[src/design/cpu_pkg.sv]
/* Word-addressed 512 x 16 memory, no byte access. Opcodes not listed here run as no-ops;
   ALU function codes 6 and 7 behave as pass_a. */
`default_nettype none

package cpu_pkg;

  // ##########################################################
  // Widths
  // ##########################################################
  localparam int word_w    = 16;              // Data path and register width.
  localparam int adr_w     = 9;               // Word address, 512 words of memory.
  localparam int reg_sel_w = 3;               // Register select width.
  localparam int n_regs    = 1 << reg_sel_w;  // Eight general registers.

  typedef enum logic [3:0] {
    op_ld   = 4'h1,  // Register gets memory word.
    op_st   = 4'h2,  // Memory word gets register.
    op_jmp  = 4'h3,  // P gets address.
    op_jz   = 4'h4,  // P gets address when the register is zero.
    op_alu  = 4'h5,  // Register form, dst gets a func b.
    op_halt = 4'hf   // Stop taking instructions.
  } op_e;

  typedef enum logic [2:0] {
    alu_add,
    alu_sub,
    alu_and,
    alu_or,
    alu_xor,
    alu_pass_a
  } alu_e;

  // Memory reference form: op, register, word address.
  typedef struct packed {
    op_e                  op;
    logic [reg_sel_w-1:0] rsel;
    logic [adr_w-1:0]     adr;
  } mem_fmt_t;

  // Register form. The dst field sits on the same bits as rsel.
  typedef struct packed {
    op_e                  op;
    logic [reg_sel_w-1:0] dst;
    logic [reg_sel_w-1:0] src_a;
    logic [reg_sel_w-1:0] src_b;
    alu_e                 func;
  } reg_fmt_t;

  typedef union packed {
    mem_fmt_t mem_f;  // Load, store and jumps.
    reg_fmt_t reg_f;  // ALU operations.
  } instr_u;

endpackage

`default_nettype wire

[src/design/wb_if.sv]
/* Wishbone classic, single transfers only. The master holds adr, we and dat_w until ack. */
`default_nettype none
`timescale 1ns/1ps

interface wb_if;

  logic                       cyc;    // Cycle in progress.
  logic                       stb;    // Transfer strobe, never without cyc.
  logic                       we;     // High for a write.
  logic [cpu_pkg::adr_w-1:0]  adr;    // Word address.
  logic [cpu_pkg::word_w-1:0] dat_w;  // Write data.
  logic [cpu_pkg::word_w-1:0] dat_r;  // Read data, valid with ack.
  logic                       ack;    // One pulse per cycle.

  modport master (
    output cyc, stb, we, adr, dat_w,
    input  dat_r, ack
  );

  modport slave (
    input  cyc, stb, we, adr, dat_w,
    output dat_r, ack
  );

endinterface

`default_nettype wire

[src/design/cpu_seq.sv]
/* One instruction at a time. ALU results are written one cycle after the take and loads at
   oper_done; halt is final until reset. */
`default_nettype none
`timescale 1ns/1ps

module cpu_seq (
  input  logic                          alu_clk,
  input  logic                          arst_n,
  input  logic                          instr_valid,
  input  cpu_pkg::instr_u               instr,
  output logic                          instr_take,
  output logic                          flush,
  output logic                          p_load,
  output logic [cpu_pkg::word_w-1:0]    p_target,
  output logic [cpu_pkg::reg_sel_w-1:0] wsel,
  output logic [cpu_pkg::reg_sel_w-1:0] rsel_a,
  output logic [cpu_pkg::reg_sel_w-1:0] rsel_b,
  output logic                          we,
  output logic [cpu_pkg::word_w-1:0]    wdata,
  input  logic [cpu_pkg::word_w-1:0]    rdata_a,
  input  logic [cpu_pkg::word_w-1:0]    rdata_b,
  output logic                          oper_req,
  output logic                          oper_we,
  output logic [cpu_pkg::adr_w-1:0]     oper_adr,
  output logic [cpu_pkg::word_w-1:0]    oper_dat,
  input  logic                          oper_done,
  input  logic [cpu_pkg::word_w-1:0]    oper_rdata,
  output logic                          halted
);

  typedef enum logic [1:0] {st_idle, st_exec, st_mem_wait, st_halt} state_e;

  state_e                     state_q;
  state_e                     state_d;
  cpu_pkg::instr_u            ir_q;     // Executing instruction, loaded at the take.
  cpu_pkg::op_e               op;
  logic                       is_mem;
  logic                       jump;
  logic [cpu_pkg::word_w-1:0] alu_res;

  assign op     = ir_q.mem_f.op;  // Both views share the opcode field.
  assign is_mem = (op == cpu_pkg::op_ld) || (op == cpu_pkg::op_st);

  always_ff @(posedge alu_clk or negedge arst_n) begin
    if (!arst_n) begin
      state_q <= st_idle;
    end else begin
      state_q <= state_d;
    end
  end

  always_ff @(posedge alu_clk) begin
    if (instr_take) begin
      ir_q <= instr;
    end
  end

  // ##########################################################
  // FSM
  // ##########################################################
  always_comb begin
    state_d = state_q;
    case (state_q)
      st_idle: begin
        if (instr_valid) begin
          state_d = st_exec;  // Take the buffered word.
        end
      end
      st_exec: begin
        if (is_mem) begin
          state_d = st_mem_wait;
        end else if (op == cpu_pkg::op_halt) begin
          state_d = st_halt;
        end else begin
          state_d = st_idle;  // ALU, jumps and no-ops take one cycle.
        end
      end
      st_mem_wait: begin
        if (oper_done) begin
          state_d = st_idle;
        end
      end
      default: state_d = st_halt;  // Only reset leaves halt.
    endcase
  end

  // ##########################################################
  // ALU
  // ##########################################################
  always_comb begin
    case (ir_q.reg_f.func)
      cpu_pkg::alu_add:    alu_res = rdata_a + rdata_b;
      cpu_pkg::alu_sub:    alu_res = rdata_a - rdata_b;
      cpu_pkg::alu_and:    alu_res = rdata_a & rdata_b;
      cpu_pkg::alu_or:     alu_res = rdata_a | rdata_b;
      cpu_pkg::alu_xor:    alu_res = rdata_a ^ rdata_b;
      cpu_pkg::alu_pass_a: alu_res = rdata_a;
      default:             alu_res = rdata_a;  // Spare codes.
    endcase
  end

  assign instr_take = (state_q == st_idle) && instr_valid;
  assign halted     = (state_q == st_halt);

  // The memory form reads its register on port a for store and jz.
  assign rsel_a = (op == cpu_pkg::op_alu) ? ir_q.reg_f.src_a : ir_q.mem_f.rsel;
  assign rsel_b = ir_q.reg_f.src_b;
  assign wsel   = ir_q.reg_f.dst;  // Same bits as mem_f.rsel, so loads use it too.
  assign we     = ((state_q == st_exec) && (op == cpu_pkg::op_alu)) ||
                  ((state_q == st_mem_wait) && oper_done && (op == cpu_pkg::op_ld));
  assign wdata  = (state_q == st_mem_wait) ? oper_rdata : alu_res;

  // Request held from exec until the operand unit is done.
  assign oper_req = ((state_q == st_exec) && is_mem) || (state_q == st_mem_wait);
  assign oper_we  = (op == cpu_pkg::op_st);
  assign oper_adr = ir_q.mem_f.adr;
  assign oper_dat = rdata_a;

  assign jump = (state_q == st_exec) &&
                ((op == cpu_pkg::op_jmp) || ((op == cpu_pkg::op_jz) && (rdata_a == '0)));
  assign p_load   = jump;
  assign flush    = jump;  // One cycle, together with the P load.
  assign p_target = {{(cpu_pkg::word_w - cpu_pkg::adr_w){1'b0}}, ir_q.mem_f.adr};

  // Halt is sticky and nothing is taken afterwards.
  a_halt_final : assert property (@(posedge alu_clk) disable iff (!arst_n)
    halted |=> halted && !instr_take);

endmodule

`default_nettype wire

[src/design/cpu_top.sv]
/* Memory is external on one Wishbone classic port. P and PR are brought out for
   observation. */
`default_nettype none
`timescale 1ns/1ps

module cpu_top (
  input  logic                       alu_clk,
  input  logic                       arst_n,
  output logic                       wb_cyc,
  output logic                       wb_stb,
  output logic                       wb_we,
  output logic [cpu_pkg::adr_w-1:0]  wb_adr,
  output logic [cpu_pkg::word_w-1:0] wb_dat_w,
  input  logic [cpu_pkg::word_w-1:0] wb_dat_r,
  input  logic                       wb_ack,
  output logic [cpu_pkg::word_w-1:0] p,
  output logic [cpu_pkg::word_w-1:0] pr,
  output logic                       halted
);

  wb_if fetch_bus ();
  wb_if oper_bus ();
  wb_if mem_bus ();

  logic                          instr_valid;
  cpu_pkg::instr_u               instr;
  logic                          instr_take;
  logic                          fetch_ack;
  logic                          flush;
  logic                          p_load;
  logic [cpu_pkg::word_w-1:0]    p_target;
  logic                          we;
  logic [cpu_pkg::reg_sel_w-1:0] wsel;
  logic [cpu_pkg::reg_sel_w-1:0] rsel_a;
  logic [cpu_pkg::reg_sel_w-1:0] rsel_b;
  logic [cpu_pkg::word_w-1:0]    wdata;
  logic [cpu_pkg::word_w-1:0]    rdata_a;
  logic [cpu_pkg::word_w-1:0]    rdata_b;
  logic                          oper_req;
  logic                          oper_we;
  logic [cpu_pkg::adr_w-1:0]     oper_adr;
  logic [cpu_pkg::word_w-1:0]    oper_dat;
  logic                          oper_done;
  logic [cpu_pkg::word_w-1:0]    oper_rdata;

  // ##########################################################
  // External bus
  // ##########################################################
  assign wb_cyc        = mem_bus.cyc;
  assign wb_stb        = mem_bus.stb;
  assign wb_we         = mem_bus.we;
  assign wb_adr        = mem_bus.adr;
  assign wb_dat_w      = mem_bus.dat_w;
  assign mem_bus.dat_r = wb_dat_r;
  assign mem_bus.ack   = wb_ack;

  p_reg i_p_reg (
    .alu_clk, .arst_n, .fetch_ack, .p_load, .p_target, .instr_take, .p, .pr
  );

  reg_file i_reg_file (
    .alu_clk, .arst_n, .we, .wsel, .rsel_a, .rsel_b, .wdata, .rdata_a, .rdata_b
  );

  fetch_unit i_fetch_unit (
    .alu_clk, .arst_n, .p, .flush, .halted, .instr_take, .instr_valid, .instr,
    .fetch_ack, .bus(fetch_bus)
  );

  operand_unit i_operand_unit (
    .alu_clk, .arst_n, .oper_req, .oper_we, .oper_adr, .oper_dat, .oper_done,
    .oper_rdata, .bus(oper_bus)
  );

  wb_arbiter i_wb_arbiter (
    .alu_clk, .arst_n, .fetch_bus, .oper_bus, .mem_bus
  );

  cpu_seq i_cpu_seq (
    .alu_clk, .arst_n, .instr_valid, .instr, .instr_take, .flush, .p_load, .p_target,
    .wsel, .rsel_a, .rsel_b, .we, .wdata, .rdata_a, .rdata_b, .oper_req, .oper_we,
    .oper_adr, .oper_dat, .oper_done, .oper_rdata, .halted
  );

endmodule

`default_nettype wire

[src/design/fetch_unit.sv]
/* One-entry prefetch. A read in flight at a flush still completes and its word is
   dropped; no new read starts once halted. */
`default_nettype none
`timescale 1ns/1ps

module fetch_unit (
  input  logic                       alu_clk,
  input  logic                       arst_n,
  input  logic [cpu_pkg::word_w-1:0] p,
  input  logic                       flush,
  input  logic                       halted,
  input  logic                       instr_take,
  output logic                       instr_valid,
  output cpu_pkg::instr_u            instr,
  output logic                       fetch_ack,
  wb_if.master                       bus
);

  logic                      busy_q;     // Read cycle on the bus.
  logic                      discard_q;  // Word of the running cycle is stale.
  logic                      valid_q;    // Buffer holds a word.
  logic [cpu_pkg::adr_w-1:0] adr_q;      // Held until ack.
  cpu_pkg::instr_u           instr_q;
  logic                      start;

  // Refill as the buffer empties, so the next read overlaps execution.
  assign start = (!valid_q || instr_take) && !busy_q && !halted && !flush;

  // A word returning into a flush or after one is not accepted.
  assign fetch_ack = bus.ack && !discard_q && !flush;

  always_ff @(posedge alu_clk or negedge arst_n) begin
    if (!arst_n) begin
      busy_q    <= 1'b0;
      discard_q <= 1'b0;
      valid_q   <= 1'b0;
    end else begin
      if (bus.ack) begin
        busy_q    <= 1'b0;  // Cycle ends, cyc drops next cycle.
        discard_q <= 1'b0;
      end else if (start) begin
        busy_q <= 1'b1;
      end else if (flush && busy_q) begin
        discard_q <= 1'b1;  // Let the cycle finish, drop its word.
      end
      if (flush) begin
        valid_q <= 1'b0;
      end else if (fetch_ack) begin
        valid_q <= 1'b1;
      end else if (instr_take) begin
        valid_q <= 1'b0;
      end
    end
  end

  always_ff @(posedge alu_clk) begin
    if (start) begin
      adr_q <= p[cpu_pkg::adr_w-1:0];  // P is stable here, no jump in this cycle.
    end
    if (fetch_ack) begin
      instr_q <= bus.dat_r;
    end
  end

  assign bus.cyc     = busy_q;
  assign bus.stb     = busy_q;
  assign bus.we      = 1'b0;  // Fetch only reads.
  assign bus.adr     = adr_q;
  assign bus.dat_w   = '0;
  assign instr_valid = valid_q;
  assign instr       = instr_q;

endmodule

`default_nettype wire

[src/design/operand_unit.sv]
/* One Wishbone cycle per request. oper_done pulses the cycle after ack, with the read data
   already registered. */
`default_nettype none
`timescale 1ns/1ps

module operand_unit (
  input  logic                       alu_clk,
  input  logic                       arst_n,
  input  logic                       oper_req,
  input  logic                       oper_we,
  input  logic [cpu_pkg::adr_w-1:0]  oper_adr,
  input  logic [cpu_pkg::word_w-1:0] oper_dat,
  output logic                       oper_done,
  output logic [cpu_pkg::word_w-1:0] oper_rdata,
  wb_if.master                       bus
);

  logic                       busy_q;
  logic                       done_q;
  logic                       we_q;
  logic [cpu_pkg::adr_w-1:0]  adr_q;
  logic [cpu_pkg::word_w-1:0] dat_q;
  logic [cpu_pkg::word_w-1:0] rdata_q;
  logic                       start;

  // The request is still high in the done cycle, which must not restart.
  assign start = oper_req && !busy_q && !done_q;

  always_ff @(posedge alu_clk or negedge arst_n) begin
    if (!arst_n) begin
      busy_q <= 1'b0;
      done_q <= 1'b0;
    end else begin
      done_q <= bus.ack;  // One pulse per finished cycle.
      if (bus.ack) begin
        busy_q <= 1'b0;
      end else if (start) begin
        busy_q <= 1'b1;
      end
    end
  end

  always_ff @(posedge alu_clk) begin
    if (start) begin
      we_q  <= oper_we;  // Held for the whole cycle.
      adr_q <= oper_adr;
      dat_q <= oper_dat;
    end
    if (bus.ack) begin
      rdata_q <= bus.dat_r;
    end
  end

  assign bus.cyc    = busy_q;
  assign bus.stb    = busy_q;
  assign bus.we     = busy_q && we_q;  // Low whenever the bus is idle.
  assign bus.adr    = adr_q;
  assign bus.dat_w  = dat_q;
  assign oper_done  = done_q;
  assign oper_rdata = rdata_q;

  // The sequencer keeps asking until the access has completed.
  a_req_held : assert property (@(posedge alu_clk) disable iff (!arst_n)
    oper_req && !oper_done |=> oper_req);

endmodule

`default_nettype wire

[src/design/p_reg.sv]
/* P counts accepted fetches and a jump load wins over them. PR is only valid once an
   instruction has been taken. */
`default_nettype none
`timescale 1ns/1ps

module p_reg (
  input  logic                       alu_clk,
  input  logic                       arst_n,
  input  logic                       fetch_ack,
  input  logic                       p_load,
  input  logic [cpu_pkg::word_w-1:0] p_target,
  input  logic                       instr_take,
  output logic [cpu_pkg::word_w-1:0] p,
  output logic [cpu_pkg::word_w-1:0] pr
);

  logic [cpu_pkg::word_w-1:0] shadow_q;  // Address of the word now in the fetch buffer.
  logic                       shadow_vld_q;

  always_ff @(posedge alu_clk or negedge arst_n) begin
    if (!arst_n) begin
      p            <= '0;
      pr           <= '0;
      shadow_q     <= '0;
      shadow_vld_q <= 1'b0;
    end else begin
      if (p_load) begin
        p            <= p_target;  // A jump wins over a fetch ending in the same cycle.
        shadow_vld_q <= 1'b0;      // The buffered word is flushed with it.
      end else if (fetch_ack) begin
        p            <= p + 1'b1;  // Points past the word just fetched.
        shadow_q     <= p;         // P still holds the fetched address here.
        shadow_vld_q <= 1'b1;
      end else if (instr_take) begin
        shadow_vld_q <= 1'b0;      // The buffer is emptied by the take.
      end
      if (instr_take) begin
        pr <= shadow_q;  // PR names the instruction now executing.
      end
    end
  end

  // The sequencer may only take a word whose address was captured here.
  a_take_shadow : assert property (@(posedge alu_clk) disable iff (!arst_n)
    instr_take |-> shadow_vld_q);

endmodule

`default_nettype wire

[src/design/reg_file.sv]
/* Eight registers, combinational reads. Register 0 always reads as zero and should not be
   written. */
`default_nettype none
`timescale 1ns/1ps

module reg_file (
  input  logic                          alu_clk,
  input  logic                          arst_n,
  input  logic                          we,
  input  logic [cpu_pkg::reg_sel_w-1:0] wsel,
  input  logic [cpu_pkg::reg_sel_w-1:0] rsel_a,
  input  logic [cpu_pkg::reg_sel_w-1:0] rsel_b,
  input  logic [cpu_pkg::word_w-1:0]    wdata,
  output logic [cpu_pkg::word_w-1:0]    rdata_a,
  output logic [cpu_pkg::word_w-1:0]    rdata_b
);

  logic [cpu_pkg::word_w-1:0] regs [cpu_pkg::n_regs];

  always_ff @(posedge alu_clk or negedge arst_n) begin
    if (!arst_n) begin
      for (int i = 0; i < cpu_pkg::n_regs; i++) begin
        regs[i] <= '0;  // All registers start at zero.
      end
    end else if (we) begin
      regs[wsel] <= wdata;  // Single write port.
    end
  end

  // Register 0 is wired to zero on both read ports.
  assign rdata_a = (rsel_a == '0) ? '0 : regs[rsel_a];
  assign rdata_b = (rsel_b == '0) ? '0 : regs[rsel_b];

  // The sequencer never targets register 0 with a valid program.
  a_no_r0_write : assert property (@(posedge alu_clk) disable iff (!arst_n)
    we |-> (wsel != '0));

endmodule

`default_nettype wire

[src/design/wb_arbiter.sv]
/* Two masters, operand unit first. The grant only moves while the bus is idle, which
   costs one cycle before the first request after idle. */
`default_nettype none
`timescale 1ns/1ps

module wb_arbiter (
  input logic  alu_clk,
  input logic  arst_n,
  wb_if.slave  fetch_bus,
  wb_if.slave  oper_bus,
  wb_if.master mem_bus
);

  logic active_q;    // A granted cycle owns the bus.
  logic oper_gnt_q;  // Operand unit owns it, else fetch.

  // ##########################################################
  // Grant
  // ##########################################################
  always_ff @(posedge alu_clk or negedge arst_n) begin
    if (!arst_n) begin
      active_q   <= 1'b0;
      oper_gnt_q <= 1'b0;
    end else if (!active_q) begin
      if (oper_bus.cyc) begin
        active_q   <= 1'b1;
        oper_gnt_q <= 1'b1;  // Operand wins a tie.
      end else if (fetch_bus.cyc) begin
        active_q   <= 1'b1;
        oper_gnt_q <= 1'b0;
      end
    end else if (mem_bus.ack) begin
      active_q <= 1'b0;  // The master drops cyc at this same edge.
    end
  end

  // ##########################################################
  // Bus mux
  // ##########################################################
  assign mem_bus.cyc   = active_q && (oper_gnt_q ? oper_bus.cyc : fetch_bus.cyc);
  assign mem_bus.stb   = active_q && (oper_gnt_q ? oper_bus.stb : fetch_bus.stb);
  assign mem_bus.we    = active_q && (oper_gnt_q ? oper_bus.we : fetch_bus.we);
  assign mem_bus.adr   = oper_gnt_q ? oper_bus.adr : fetch_bus.adr;
  assign mem_bus.dat_w = oper_gnt_q ? oper_bus.dat_w : fetch_bus.dat_w;

  // Read data goes to both, ack only to the owner.
  assign oper_bus.dat_r  = mem_bus.dat_r;
  assign fetch_bus.dat_r = mem_bus.dat_r;
  assign oper_bus.ack    = mem_bus.ack && active_q && oper_gnt_q;
  assign fetch_bus.ack   = mem_bus.ack && active_q && !oper_gnt_q;

  a_stb_cyc : assert property (@(posedge alu_clk) disable iff (!arst_n)
    mem_bus.stb |-> mem_bus.cyc);

  // A running cycle keeps its owner until it is over.
  a_gnt_stable : assert property (@(posedge alu_clk) disable iff (!arst_n)
    mem_bus.cyc |=> $stable(oper_gnt_q));

endmodule

`default_nettype wire

[config.mk]
export PLATFORM = sky130hd
export DESIGN_NAME = cpu_top
export DESIGN_NICKNAME = d
export VERILOG_FILES = /design/src/design/cpu_pkg.sv /design/src/design/wb_if.sv /design/src/design/cpu_seq.sv /design/src/design/cpu_top.sv /design/src/design/fetch_unit.sv /design/src/design/operand_unit.sv /design/src/design/p_reg.sv /design/src/design/reg_file.sv /design/src/design/wb_arbiter.sv
export SDC_FILE = /design/constraint.sdc
export NUM_CORES = 1
export LEC_CHECK = 0
export BUFFER_PORTS_ARGS = -buffer_cell sky130_fd_sc_hd__buf_4
export CAP_MARGIN = 20
export CORE_UTILIZATION = 32
export CTS_CLUSTER_SIZE = 28
export DETAILED_ROUTE_END_ITERATION = 10
export PLACE_DENSITY = 0.46
export RECOVER_POWER = 50
export SYNTH_ARGS = -nofsm -noshare
export SYNTH_HDL_FRONTEND = slang
export SYNTH_SLANG_ARGS = --single-unit
[constraint.sdc]
create_clock -name alu_clk -period 12.4 [get_ports alu_clk]
set_input_delay 1.86 -clock alu_clk [delete_from_list [all_inputs] [get_ports alu_clk]]
set_output_delay 1.86 -clock alu_clk [all_outputs]
set_load 0.02 [all_outputs]
==> results of run 1 <==
[final cells by class]
class	count	area share (%)
Clock buffer	43	5.49
Multi-Input combinational cell	887	40.8
Timing Repair Buffer	109	4.72
Clock inverter	12	0.934
Tap cell	577	4.49
Inverter	42	0.980
Sequential cell	257	42.6
[critical path: cells and delay by family, from the launching register on]
| kind | cells | cell delay (ns) |
|---|---|---|
| AO/OA/AOI/OAI | 8 | 1.97 |
| flip-flops | 1 | 0.31 |
| adder cells (fa/ha/maj) | 1 | 0.30 |
| buffers and inverters | 1 | 2.00 |
| XOR/XNOR | 2 | 0.28 |
| AND/OR/NAND/NOR | 3 | 1.36 |
| multiplexers | 2 | 1.21 |
[where the power goes]
group | internal [mW] | leakage [nW] | total, mW | switching [mW]
logic | 0.618 | 3.31 | 1.60 | 0.980
clock network | 0.558 | 0.506 | 0.932 | 0.374
registers | 1.09 | 3.11 | 1.25 | 0.161
total | 2.26 | 6.93 | 3.78 | 1.51
[cells by family after synthesis]
family	after synthesis	share of synthesized area [%]
AO/OA/AOI/OAI	307	13.6
adder cells (fa/ha/maj)	48	4.37
buffers and inverters	111	3.31
multiplexers	187	15.9
XOR/XNOR	36	2.28
flip-flops	257	49.5
AND/OR/NAND/NOR	309	11.0
[cell usage in the layout, fill, tap and decap left out, types with 5 or more instances in the layout]
master,Yosys,layout
sky130_fd_sc_hd__mux2_4,11,11
sky130_fd_sc_hd__clkbuf_16,0,33
sky130_fd_sc_hd__inv_1,42,42
sky130_fd_sc_hd__a21o_1,5,5
sky130_fd_sc_hd__a211oi_1,8,8
sky130_fd_sc_hd__o21ai_0,83,83
sky130_fd_sc_hd__mux4_2,12,12
sky130_fd_sc_hd__xor2_1,8,8
sky130_fd_sc_hd__a31oi_1,8,8
sky130_fd_sc_hd__clkbuf_1,48,31
sky130_fd_sc_hd__or3_1,7,7
sky130_fd_sc_hd__and2_1,22,21
sky130_fd_sc_hd__o211ai_1,5,5
sky130_fd_sc_hd__nand4_1,9,9
sky130_fd_sc_hd__a221oi_1,25,25
sky130_fd_sc_hd__ha_1,46,46
sky130_fd_sc_hd__xnor2_1,28,28
sky130_fd_sc_hd__buf_4,2,81
sky130_fd_sc_hd__mux2i_1,63,63
sky130_fd_sc_hd__dfrtp_1,174,174
sky130_fd_sc_hd__nor2b_1,11,10
sky130_fd_sc_hd__mux2_2,100,100
sky130_fd_sc_hd__clkinv_2,0,5
sky130_fd_sc_hd__and3_1,6,6
sky130_fd_sc_hd__nand3_1,16,16
sky130_fd_sc_hd__nor2_1,76,75
sky130_fd_sc_hd__nor3_1,16,15
sky130_fd_sc_hd__nand2_1,104,104
sky130_fd_sc_hd__edfxtp_1,83,83
sky130_fd_sc_hd__a21oi_1,104,104
sky130_fd_sc_hd__nand2b_1,12,12
sky130_fd_sc_hd__o21a_1,5,5
sky130_fd_sc_hd__nand3b_1,6,6
sky130_fd_sc_hd__o22ai_1,20,20
sky130_fd_sc_hd__o31ai_1,5,5
[worst max path at each step]
stage               cells past startpoint         startpoint  slack, ns                  end
global placement                       16  i_cpu_seq.ir_q[3]       6.32  i_reg_file.regs[77]
floorplan                              20  i_cpu_seq.ir_q[4]       7.58  i_reg_file.regs[31]
global route                           17  i_cpu_seq.ir_q[3]       4.16  i_reg_file.regs[45]
finish                                 17  i_cpu_seq.ir_q[3]       4.75  i_reg_file.regs[13]
CTS                                    16  i_cpu_seq.ir_q[3]       6.15  i_reg_file.regs[13]
detailed placement                     16  i_cpu_seq.ir_q[3]       6.24  i_reg_file.regs[45]
[stage by stage]
step / utilization, % / setup WS (ns)
final: 38.0 / 4.75
after CTS: 38.1 / 6.15
after global routing: 38.0 / 4.16
after global placement: 35.7 / 6.32
after detailed placement: 35.7 / 6.24
after floorplan: - / 7.58
[Yosys cell counts, drive strengths merged, types with 5 or more instances]
| master | instances |
|---|---|
| nor2b | 11 |
| a211oi | 8 |
| ha | 46 |
| nor3b | 6 |
| a21oi | 104 |
| a221oi | 26 |
| nand2 | 104 |
| xor2 | 8 |
| inv | 42 |
| mux4 | 12 |
| edfxtp | 83 |
| dfrtp | 174 |
| nor3 | 17 |
| nand4 | 9 |
| xnor2 | 28 |
| clkbuf | 48 |
| o21a | 5 |
| nor2 | 76 |
| buf | 21 |
| and2 | 22 |
| mux2i | 64 |
| a31oi | 8 |
| o31ai | 5 |
| or3 | 7 |
| mux2 | 111 |
| nand3b | 6 |
| a21o | 5 |
| nand2b | 12 |
| o211ai | 5 |
| nand3 | 16 |
| o21ai | 84 |
| o22ai | 20 |
| and3 | 6 |
[per-layer routing]
metal	track usage (%)	vias to the layer above
met3	2.95	62
met2	29.9	218
met1	28.6	5126
li1	-	4752
met5	0	-
met4	5.64	0
==> impl_results.html, run 1 <==
<table>
<tr><th>Metric</th><th>Value</th></tr>
<tr><th colspan="2">Outcome</th></tr>
<tr><td>Result of the run</td><td>complete, but fails checks</td></tr>
<tr><td>Violations in the final reports</td><td>capacitance limit, slew limit</td></tr>
<tr><th colspan="2">Setup path</th></tr>
<tr><td>Worst setup EP type</td><td>register</td></tr>
<tr><td>Worst Reg-to-Reg Cells</td><td>17</td></tr>
<tr><td>Top fanout value on the critical path</td><td>40</td></tr>
<tr><td>Arrival @ worst endpoint</td><td>8.08 ns</td></tr>
<tr><td>WS Path Type</td><td>register to register</td></tr>
<tr><td>Kind of start point of the critical path</td><td>register</td></tr>
<tr><td>Worst path required time</td><td>12.84 ns</td></tr>
<tr><td>Highest cell delay on the worst timing path</td><td>2.00 ns</td></tr>
<tr><td>Cell Chain, Critical Path</td><td>clkbuf_1, nor2b_1, a22o_1, mux2i_1, nand3_1, or4_1, o31ai_1, xnor2_1, ha_1, a21oi_1, o21ai_0, a221oi_1, xnor2_1, a21oi_1, a21oi_1, mux2i_1, o21ai_0</td></tr>
<tr><td>Cell mode on critical path</td><td>sky130_fd_sc_hd__a21oi_1</td></tr>
<tr><td>Crit Reg-Reg Startpoint</td><td>i_cpu_seq.ir_q[3]</td></tr>
<tr><td>Setup slack of the worst register-to-register path</td><td>4.75 ns</td></tr>
<tr><td>Endpoint of the lowest-slack register-to-register path</td><td>i_reg_file.regs[13]</td></tr>
<tr><td>Slowest stage cell, crit path</td><td>sky130_fd_sc_hd__clkbuf_1</td></tr>
<tr><th colspan="2">Route</th></tr>
<tr><td>Final Routed Wirelength</td><td>42900 um</td></tr>
<tr><td>Pre-antenna DRT Iters</td><td>5</td></tr>
<tr><td>Uppermost metal layer occupied by signal nets</td><td>met4</td></tr>
<tr><td>DR WL/cell</td><td>22.3 um</td></tr>
<tr><td>Post-route DRC</td><td>0</td></tr>
<tr><td>Met2 WL post-DR</td><td>18900 um</td></tr>
<tr><td>M1 WL</td><td>20900 um</td></tr>
<tr><td>Number of nets with antenna violations after detailed routing</td><td>0</td></tr>
<tr><td>DRC marker count from the first detailed-route iteration</td><td>697</td></tr>
<tr><td>Routed vias/inst</td><td>5.27</td></tr>
<tr><td>Total number of vias</td><td>10.2k</td></tr>
<tr><td>Wire length on met3</td><td>2030 um</td></tr>
<tr><th colspan="2">Global route</th></tr>
<tr><td>Maximum number of pins on one net before global-route repair</td><td>72</td></tr>
<tr><td>Global route overflow</td><td>0</td></tr>
<tr><td>Wire length of the first global-routing pass</td><td>64900 um</td></tr>
<tr><td>Overall routing resource usage</td><td>19.6%</td></tr>
<tr><td>Initial antenna violation count</td><td>0</td></tr>
<tr><td>Via count of the first global-routing pass</td><td>10.1k</td></tr>
<tr><th colspan="2">Logic synthesis</th></tr>
<tr><td>Post-synthesis sequential area ratio</td><td>49.5%</td></tr>
<tr><td>Cell area after technology mapping</td><td>0.0138 sq mm</td></tr>
<tr><td>Synth warnings</td><td>0</td></tr>
<tr><td>Avg Synthesized Cell Area</td><td>11.0 sq um</td></tr>
<tr><td>Dominant synthesized flop cell</td><td>sky130_fd_sc_hd__dfrtp_1</td></tr>
<tr><td>Post-Synthesis Net Count</td><td>1321</td></tr>
<tr><td>Top-area cell type share of the netlist area</td><td>31.5%</td></tr>
<tr><td>Post-Syn Instances</td><td>1255</td></tr>
<tr><td>Number of different library cells in the post-synthesis netlist</td><td>72</td></tr>
<tr><td>Flip-flop and latch count after synthesis</td><td>257</td></tr>
<tr><td>Number of enable-type register cells in the synthesized netlist</td><td>83</td></tr>
<tr><td>Async set-or-reset flop fraction in the synthesized netlist</td><td>67.7%</td></tr>
<tr><td>Top post-synthesis cells by area</td><td>sky130_fd_sc_hd__dfrtp_1 31%, sky130_fd_sc_hd__edfxtp_1 18%, sky130_fd_sc_hd__mux2_2 8.1%</td></tr>
<tr><td>Library cell with the largest summed area after synthesis</td><td>sky130_fd_sc_hd__dfrtp_1</td></tr>
<tr><th colspan="2">Cells and area</th></tr>
<tr><td>Sequential Area</td><td>0.00685 sq mm</td></tr>
<tr><td>Area of the multi-input gates</td><td>0.00656 sq mm</td></tr>
<tr><td>Synthesis-to-layout area growth</td><td>16.2%</td></tr>
<tr><td>Number of antenna cells inserted</td><td>0</td></tr>
<tr><td>Ratio of cells with drive above 1 in the final layout</td><td>20.1%</td></tr>
<tr><td>Flip-flop count of the largest register, all copies and words added</td><td>117</td></tr>
<tr><td>Largest Register</td><td>i_reg_file.regs</td></tr>
<tr><td>Fill cell instance count of the final layout</td><td>4183</td></tr>
<tr><td>Total non-filler cell area in the finished layout</td><td>0.0161 sq mm</td></tr>
<tr><td>Net count, final</td><td>1394</td></tr>
<tr><td>Final instance count without filler cells</td><td>1927</td></tr>
<tr><th colspan="2">Min path</th></tr>
<tr><td>WHS Path Cells</td><td>0</td></tr>
<tr><td>Min-Delay Startpoint</td><td>i_fetch_unit.instr[7]</td></tr>
<tr><td>Hold-critical path endpoint</td><td>i_cpu_seq.ir_q[7]</td></tr>
<tr><td>Type of the worst min-delay path</td><td>register to register</td></tr>
<tr><th colspan="2">Timing</th></tr>
<tr><td>Slew at the pin closest to its max-slew limit</td><td>3.99 ns</td></tr>
<tr><td>Worst-case headroom to the max-slew limit</td><td>-166%</td></tr>
<tr><td>Final total negative setup slack</td><td>0 ns</td></tr>
<tr><td>Peak clock frequency supported by timing</td><td>131 MHz</td></tr>
<tr><td>Setup repair after global routing missed its margin</td><td>no</td></tr>
<tr><td>Hold Fails Final Rpt</td><td>0</td></tr>
<tr><td>Final period utilization</td><td>61.7%</td></tr>
<tr><td>Shortest period the worst path allows</td><td>7.65 ns</td></tr>
<tr><td>Number of setup violations in the final report</td><td>0</td></tr>
<tr><td>Final Skew</td><td>0.0214 ns</td></tr>
<tr><td>Post-Route Hold Slack</td><td>0.415 ns</td></tr>
<tr><td>Count of pins over their slew limit</td><td>275</td></tr>
<tr><th colspan="2">CTS</th></tr>
<tr><td>CTS buffer count</td><td>31</td></tr>
<tr><td>Clock insertion delay at the later pin of the skew report</td><td>0.60 ns</td></tr>
<tr><td>Number of clock sinks</td><td>257</td></tr>
<tr><td>TritonCTS clock tree</td><td>done</td></tr>
<tr><td>Quantity of gates resized following cts</td><td>0</td></tr>
<tr><td>Hold bufs inserted after CTS</td><td>0</td></tr>
<tr><td>Number of buffers on the longest clock path</td><td>3</td></tr>
<tr><td>CTS Root Buffer Type</td><td>sky130_fd_sc_hd__clkbuf_16</td></tr>
<tr><td>Clock H-tree levels</td><td>1</td></tr>
<tr><td>CTS clock-pin slew for the worst setup and hold paths</td><td>0.06 ns</td></tr>
<tr><td>Number of buffers added for setup after CTS</td><td>0</td></tr>
<tr><th colspan="2">Placed design</th></tr>
<tr><td>Gp weighted congestion</td><td>0.829</td></tr>
<tr><td>Cell total after placement</td><td>1869</td></tr>
<tr><td>HPWL reported at the end of detailed placement</td><td>29500 um</td></tr>
<tr><td>Buffers added on ports</td><td>79</td></tr>
<tr><td>Dpl cell area</td><td>0.0151 sq mm</td></tr>
<tr><th colspan="2">Floorplan</th></tr>
<tr><td>Placeable core region</td><td>0.0423 sq mm</td></tr>
<tr><td>Top-level I/O count</td><td>80</td></tr>
<tr><td>Floorplan die width</td><td>210 um</td></tr>
<tr><td>Site Rows</td><td>75</td></tr>
<tr><td>DIE HEIGHT</td><td>210 um</td></tr>
<tr><td>Area enclosed by the die boundary</td><td>0.0441 sq mm</td></tr>
<tr><td>Starting Density</td><td>32.7%</td></tr>
<tr><th colspan="2">Pwr</th></tr>
<tr><td>Power density of the placed cells</td><td>235 mW/mm^2</td></tr>
<tr><td>Post-layout total power</td><td>3.78 mW</td></tr>
<tr><td>Leakage power of the design</td><td>6.93 nW</td></tr>
<tr><td>Max rail drop VDD</td><td>0.000119 V</td></tr>
<tr><th colspan="2">Run</th></tr>
<tr><td>MaxCap Viol Count</td><td>6</td></tr>
</table>
Power figures use the tool's default switching activity.
==> inputs of run 2 (changes only) <==
- clock period: 12.4 -> 7.95 ns (I/O delays scaled with it)
==> run 2 against run 1 <==
The flow still finishes with violations (capacitance limit, slew limit). Clock-buffer cell count rose by 3. First-iteration DRC count fell by 5.2%. Maximum frequency rose by 21%. Combinational power rose by 52%. Non-clock buffer count fell by 1. Die area did not move. Global-route usage rose by 0.22 points. Critical path type unchanged. Largest cell class unchanged. Largest power group unchanged.
==> impl_results.html, run 2 (synthesis results as in run 1) <==
<table>
<tr><th>Metric</th><th>Value</th></tr>
<tr><th colspan="2">Outcome</th></tr>
<tr><td>Result of the run</td><td>complete, but fails checks</td></tr>
<tr><td>Violations in the final reports</td><td>capacitance limit, slew limit</td></tr>
<tr><th colspan="2">Cells and area</th></tr>
<tr><td>Synthesis-to-layout area growth</td><td>15.1%</td></tr>
<tr><td>Fill cell instance count of the final layout</td><td>4230</td></tr>
<tr><td>Area of the multi-input gates</td><td>0.00656 sq mm</td></tr>
<tr><td>Flip-flop count of the largest register, all copies and words added</td><td>117</td></tr>
<tr><td>Most frequent cells in the layout</td><td>174 x sky130_fd_sc_hd__dfrtp_1, 104 x sky130_fd_sc_hd__nand2_1, 104 x sky130_fd_sc_hd__a21oi_1</td></tr>
<tr><td>Most common cell after layout, fill and taps aside</td><td>sky130_fd_sc_hd__dfrtp_1</td></tr>
<tr><td>Net count, final</td><td>1392</td></tr>
<tr><td>Final cell utilization of the core</td><td>37.7%</td></tr>
<tr><td>Largest Register</td><td>i_reg_file.regs</td></tr>
<tr><td>Sequential Area</td><td>0.00685 sq mm</td></tr>
<tr><td>Number of antenna cells inserted</td><td>0</td></tr>
<tr><td>Ratio of cells with drive above 1 in the final layout</td><td>18.9%</td></tr>
<tr><td>Final instance count without filler cells</td><td>1924</td></tr>
<tr><th colspan="2">Setup path</th></tr>
<tr><td>Top fanout value on the critical path</td><td>40</td></tr>
<tr><td>Kind of start point of the critical path</td><td>register</td></tr>
<tr><td>Worst setup EP type</td><td>register</td></tr>
<tr><td>WS Path Type</td><td>register to register</td></tr>
<tr><td>Worst path required time</td><td>8.38 ns</td></tr>
<tr><td>Arrival @ worst endpoint</td><td>6.74 ns</td></tr>
<tr><th colspan="2">Route</th></tr>
<tr><td>DRC marker count from the first detailed-route iteration</td><td>661</td></tr>
<tr><td>Number of nets with antenna violations after detailed routing</td><td>0</td></tr>
<tr><td>Post-route DRC</td><td>0</td></tr>
<tr><td>Routed vias/inst</td><td>5.26</td></tr>
<tr><td>DR WL/cell</td><td>22.5 um</td></tr>
<tr><td>Final Routed Wirelength</td><td>43200 um</td></tr>
<tr><td>Pre-antenna DRT Iters</td><td>5</td></tr>
<tr><td>Total number of vias</td><td>10.1k</td></tr>
<tr><th colspan="2">Run</th></tr>
<tr><td>MaxCap Viol Count</td><td>5</td></tr>
<tr><th colspan="2">Pwr</th></tr>
<tr><td>Power density of the placed cells</td><td>362 mW/mm^2</td></tr>
<tr><td>Post-layout total power</td><td>5.77 mW</td></tr>
<tr><td>Max rail drop VDD</td><td>0.000147 V</td></tr>
<tr><td>Leakage power of the design</td><td>6.83 nW</td></tr>
<tr><th colspan="2">Floorplan</th></tr>
<tr><td>Area enclosed by the die boundary</td><td>0.0441 sq mm</td></tr>
<tr><td>Floorplan die width</td><td>210 um</td></tr>
<tr><td>Starting Density</td><td>32.7%</td></tr>
<tr><td>Site Rows</td><td>75</td></tr>
<tr><td>Top-level I/O count</td><td>80</td></tr>
<tr><td>Placeable core region</td><td>0.0423 sq mm</td></tr>
<tr><td>DIE HEIGHT</td><td>210 um</td></tr>
<tr><th colspan="2">Global route</th></tr>
<tr><td>Maximum number of pins on one net before global-route repair</td><td>72</td></tr>
<tr><td>Wire length of the first global-routing pass</td><td>65500 um</td></tr>
<tr><td>Overall routing resource usage</td><td>19.8%</td></tr>
<tr><td>Initial antenna violation count</td><td>0</td></tr>
<tr><td>Global route overflow</td><td>0</td></tr>
<tr><td>Via count of the first global-routing pass</td><td>10.0k</td></tr>
<tr><th colspan="2">CTS</th></tr>
<tr><td>CTS Root Buffer Type</td><td>sky130_fd_sc_hd__clkbuf_16</td></tr>
<tr><td>Hold bufs inserted after CTS</td><td>0</td></tr>
<tr><td>Number of clock sinks</td><td>257</td></tr>
<tr><td>CTS buffer count</td><td>30</td></tr>
<tr><td>CTS clock-pin slew for the worst setup and hold paths</td><td>0.06 ns</td></tr>
<tr><td>Number of buffers added for setup after CTS</td><td>0</td></tr>
<tr><td>Quantity of gates resized following cts</td><td>0</td></tr>
<tr><td>TritonCTS clock tree</td><td>done</td></tr>
<tr><td>Clock H-tree levels</td><td>1</td></tr>
<tr><td>Number of buffers on the longest clock path</td><td>3</td></tr>
<tr><td>Clock insertion delay at the later pin of the skew report</td><td>0.58 ns</td></tr>
<tr><th colspan="2">Min path</th></tr>
<tr><td>Type of the worst min-delay path</td><td>register to register</td></tr>
<tr><th colspan="2">Timing</th></tr>
<tr><td>Slew at the pin closest to its max-slew limit</td><td>4.04 ns</td></tr>
<tr><td>Final Skew</td><td>0.0126 ns</td></tr>
<tr><td>Count of pins over their slew limit</td><td>215</td></tr>
<tr><td>Worst-case headroom to the max-slew limit</td><td>-169%</td></tr>
<tr><td>Final period utilization</td><td>79.3%</td></tr>
<tr><td>Final total negative setup slack</td><td>0 ns</td></tr>
<tr><td>Peak clock frequency supported by timing</td><td>159 MHz</td></tr>
<tr><td>Number of setup violations in the final report</td><td>0</td></tr>
<tr><td>Shortest period the worst path allows</td><td>6.31 ns</td></tr>
<tr><td>Hold Fails Final Rpt</td><td>0</td></tr>
<tr><td>Setup repair after global routing missed its margin</td><td>no</td></tr>
<tr><th colspan="2">Placed design</th></tr>
<tr><td>HPWL reported at the end of detailed placement</td><td>29900 um</td></tr>
<tr><td>Gp weighted congestion</td><td>0.836</td></tr>
<tr><td>Buffers added on ports</td><td>79</td></tr>
<tr><td>Cell total after placement</td><td>1870</td></tr>
</table>
==> run 2: routing by layer <==
metal,vias to the layer above,global-route usage (%),wire length [um]
li1,4752,-,-
met1,5090,29.0,20800
met2,231,30.3,19300
met3,50,2.88,2170
met4,0,5.66,905
met5,-,0,0
==> run 2: cell type report <==
cell class | count | area share (%)
multi-input combinational | 887 | 41.2
inverter | 42 | 0.989
sequential | 257 | 43.0
tap | 577 | 4.53
timing repair buffer | 108 | 4.24
clock inverter | 7 | 0.534
clock buffer | 46 | 5.60
==> run 2: path summary, 6_finish.rpt <==
kind / end / slack, ns / depth (start not counted) / startpoint
min in group asynchronous: i_reg_file.regs[9] / 1.21 / 1 / arst_n
max in group asynchronous: i_wb_arbiter.oper_gnt_q / 1.97 / 2 / arst_n
min reg2reg: i_cpu_seq.ir_q[8] / 0.42 / 0 / i_fetch_unit.instr[8]
min: i_cpu_seq.ir_q[8] / 0.42 / 0 / i_fetch_unit.instr[8]
max: i_reg_file.regs[13] / 1.64 / 16 / i_cpu_seq.ir_q[3]
max reg2reg: i_reg_file.regs[13] / 1.64 / 16 / i_cpu_seq.ir_q[3]
==> run 2: per-stage QoR <==
| step | worst slack, ns | instance area (sq um) | hold slack, ns |
|---|---|---|---|
| final | 1.64 | 15900 | 0.416 |
| after global routing | 0.957 | 15900 | 0.422 |
| after CTS | 1.75 | 16100 | 0.417 |
| after detailed placement | 1.74 | 15100 | 0.405 |
| after global placement | 1.89 | 15100 | 0.401 |
| after floorplan | 3.13 | 13800 | 0.400 |
==> run 2: worst max-delay path, stage by stage, from the launching register on <==
cell and delay (ns):
sky130_fd_sc_hd__edfxtp_1 0.32, sky130_fd_sc_hd__buf_4 0.52, sky130_fd_sc_hd__nor2b_1 0.98, sky130_fd_sc_hd__a221oi_1 0.23, sky130_fd_sc_hd__a221oi_1 0.80, sky130_fd_sc_hd__o21ai_0 0.26
sky130_fd_sc_hd__xnor2_1 0.18, sky130_fd_sc_hd__ha_1 0.37, sky130_fd_sc_hd__a21o_1 0.22, sky130_fd_sc_hd__o32ai_1 0.33, sky130_fd_sc_hd__a21oi_1 0.18, sky130_fd_sc_hd__a221oi_1 0.37
sky130_fd_sc_hd__xnor2_1 0.13, sky130_fd_sc_hd__a21oi_1 0.38, sky130_fd_sc_hd__a21oi_1 0.08, sky130_fd_sc_hd__mux2i_1 0.57, sky130_fd_sc_hd__o21ai_0 0.19
==> run 2: power breakdown <==
part / leakage [nW] / internal, mW / switching [mW]
Combinational: 3.23 / 0.929 / 1.51
Clock: 0.481 / 0.802 / 0.561
Sequential: 3.11 / 1.70 / 0.272
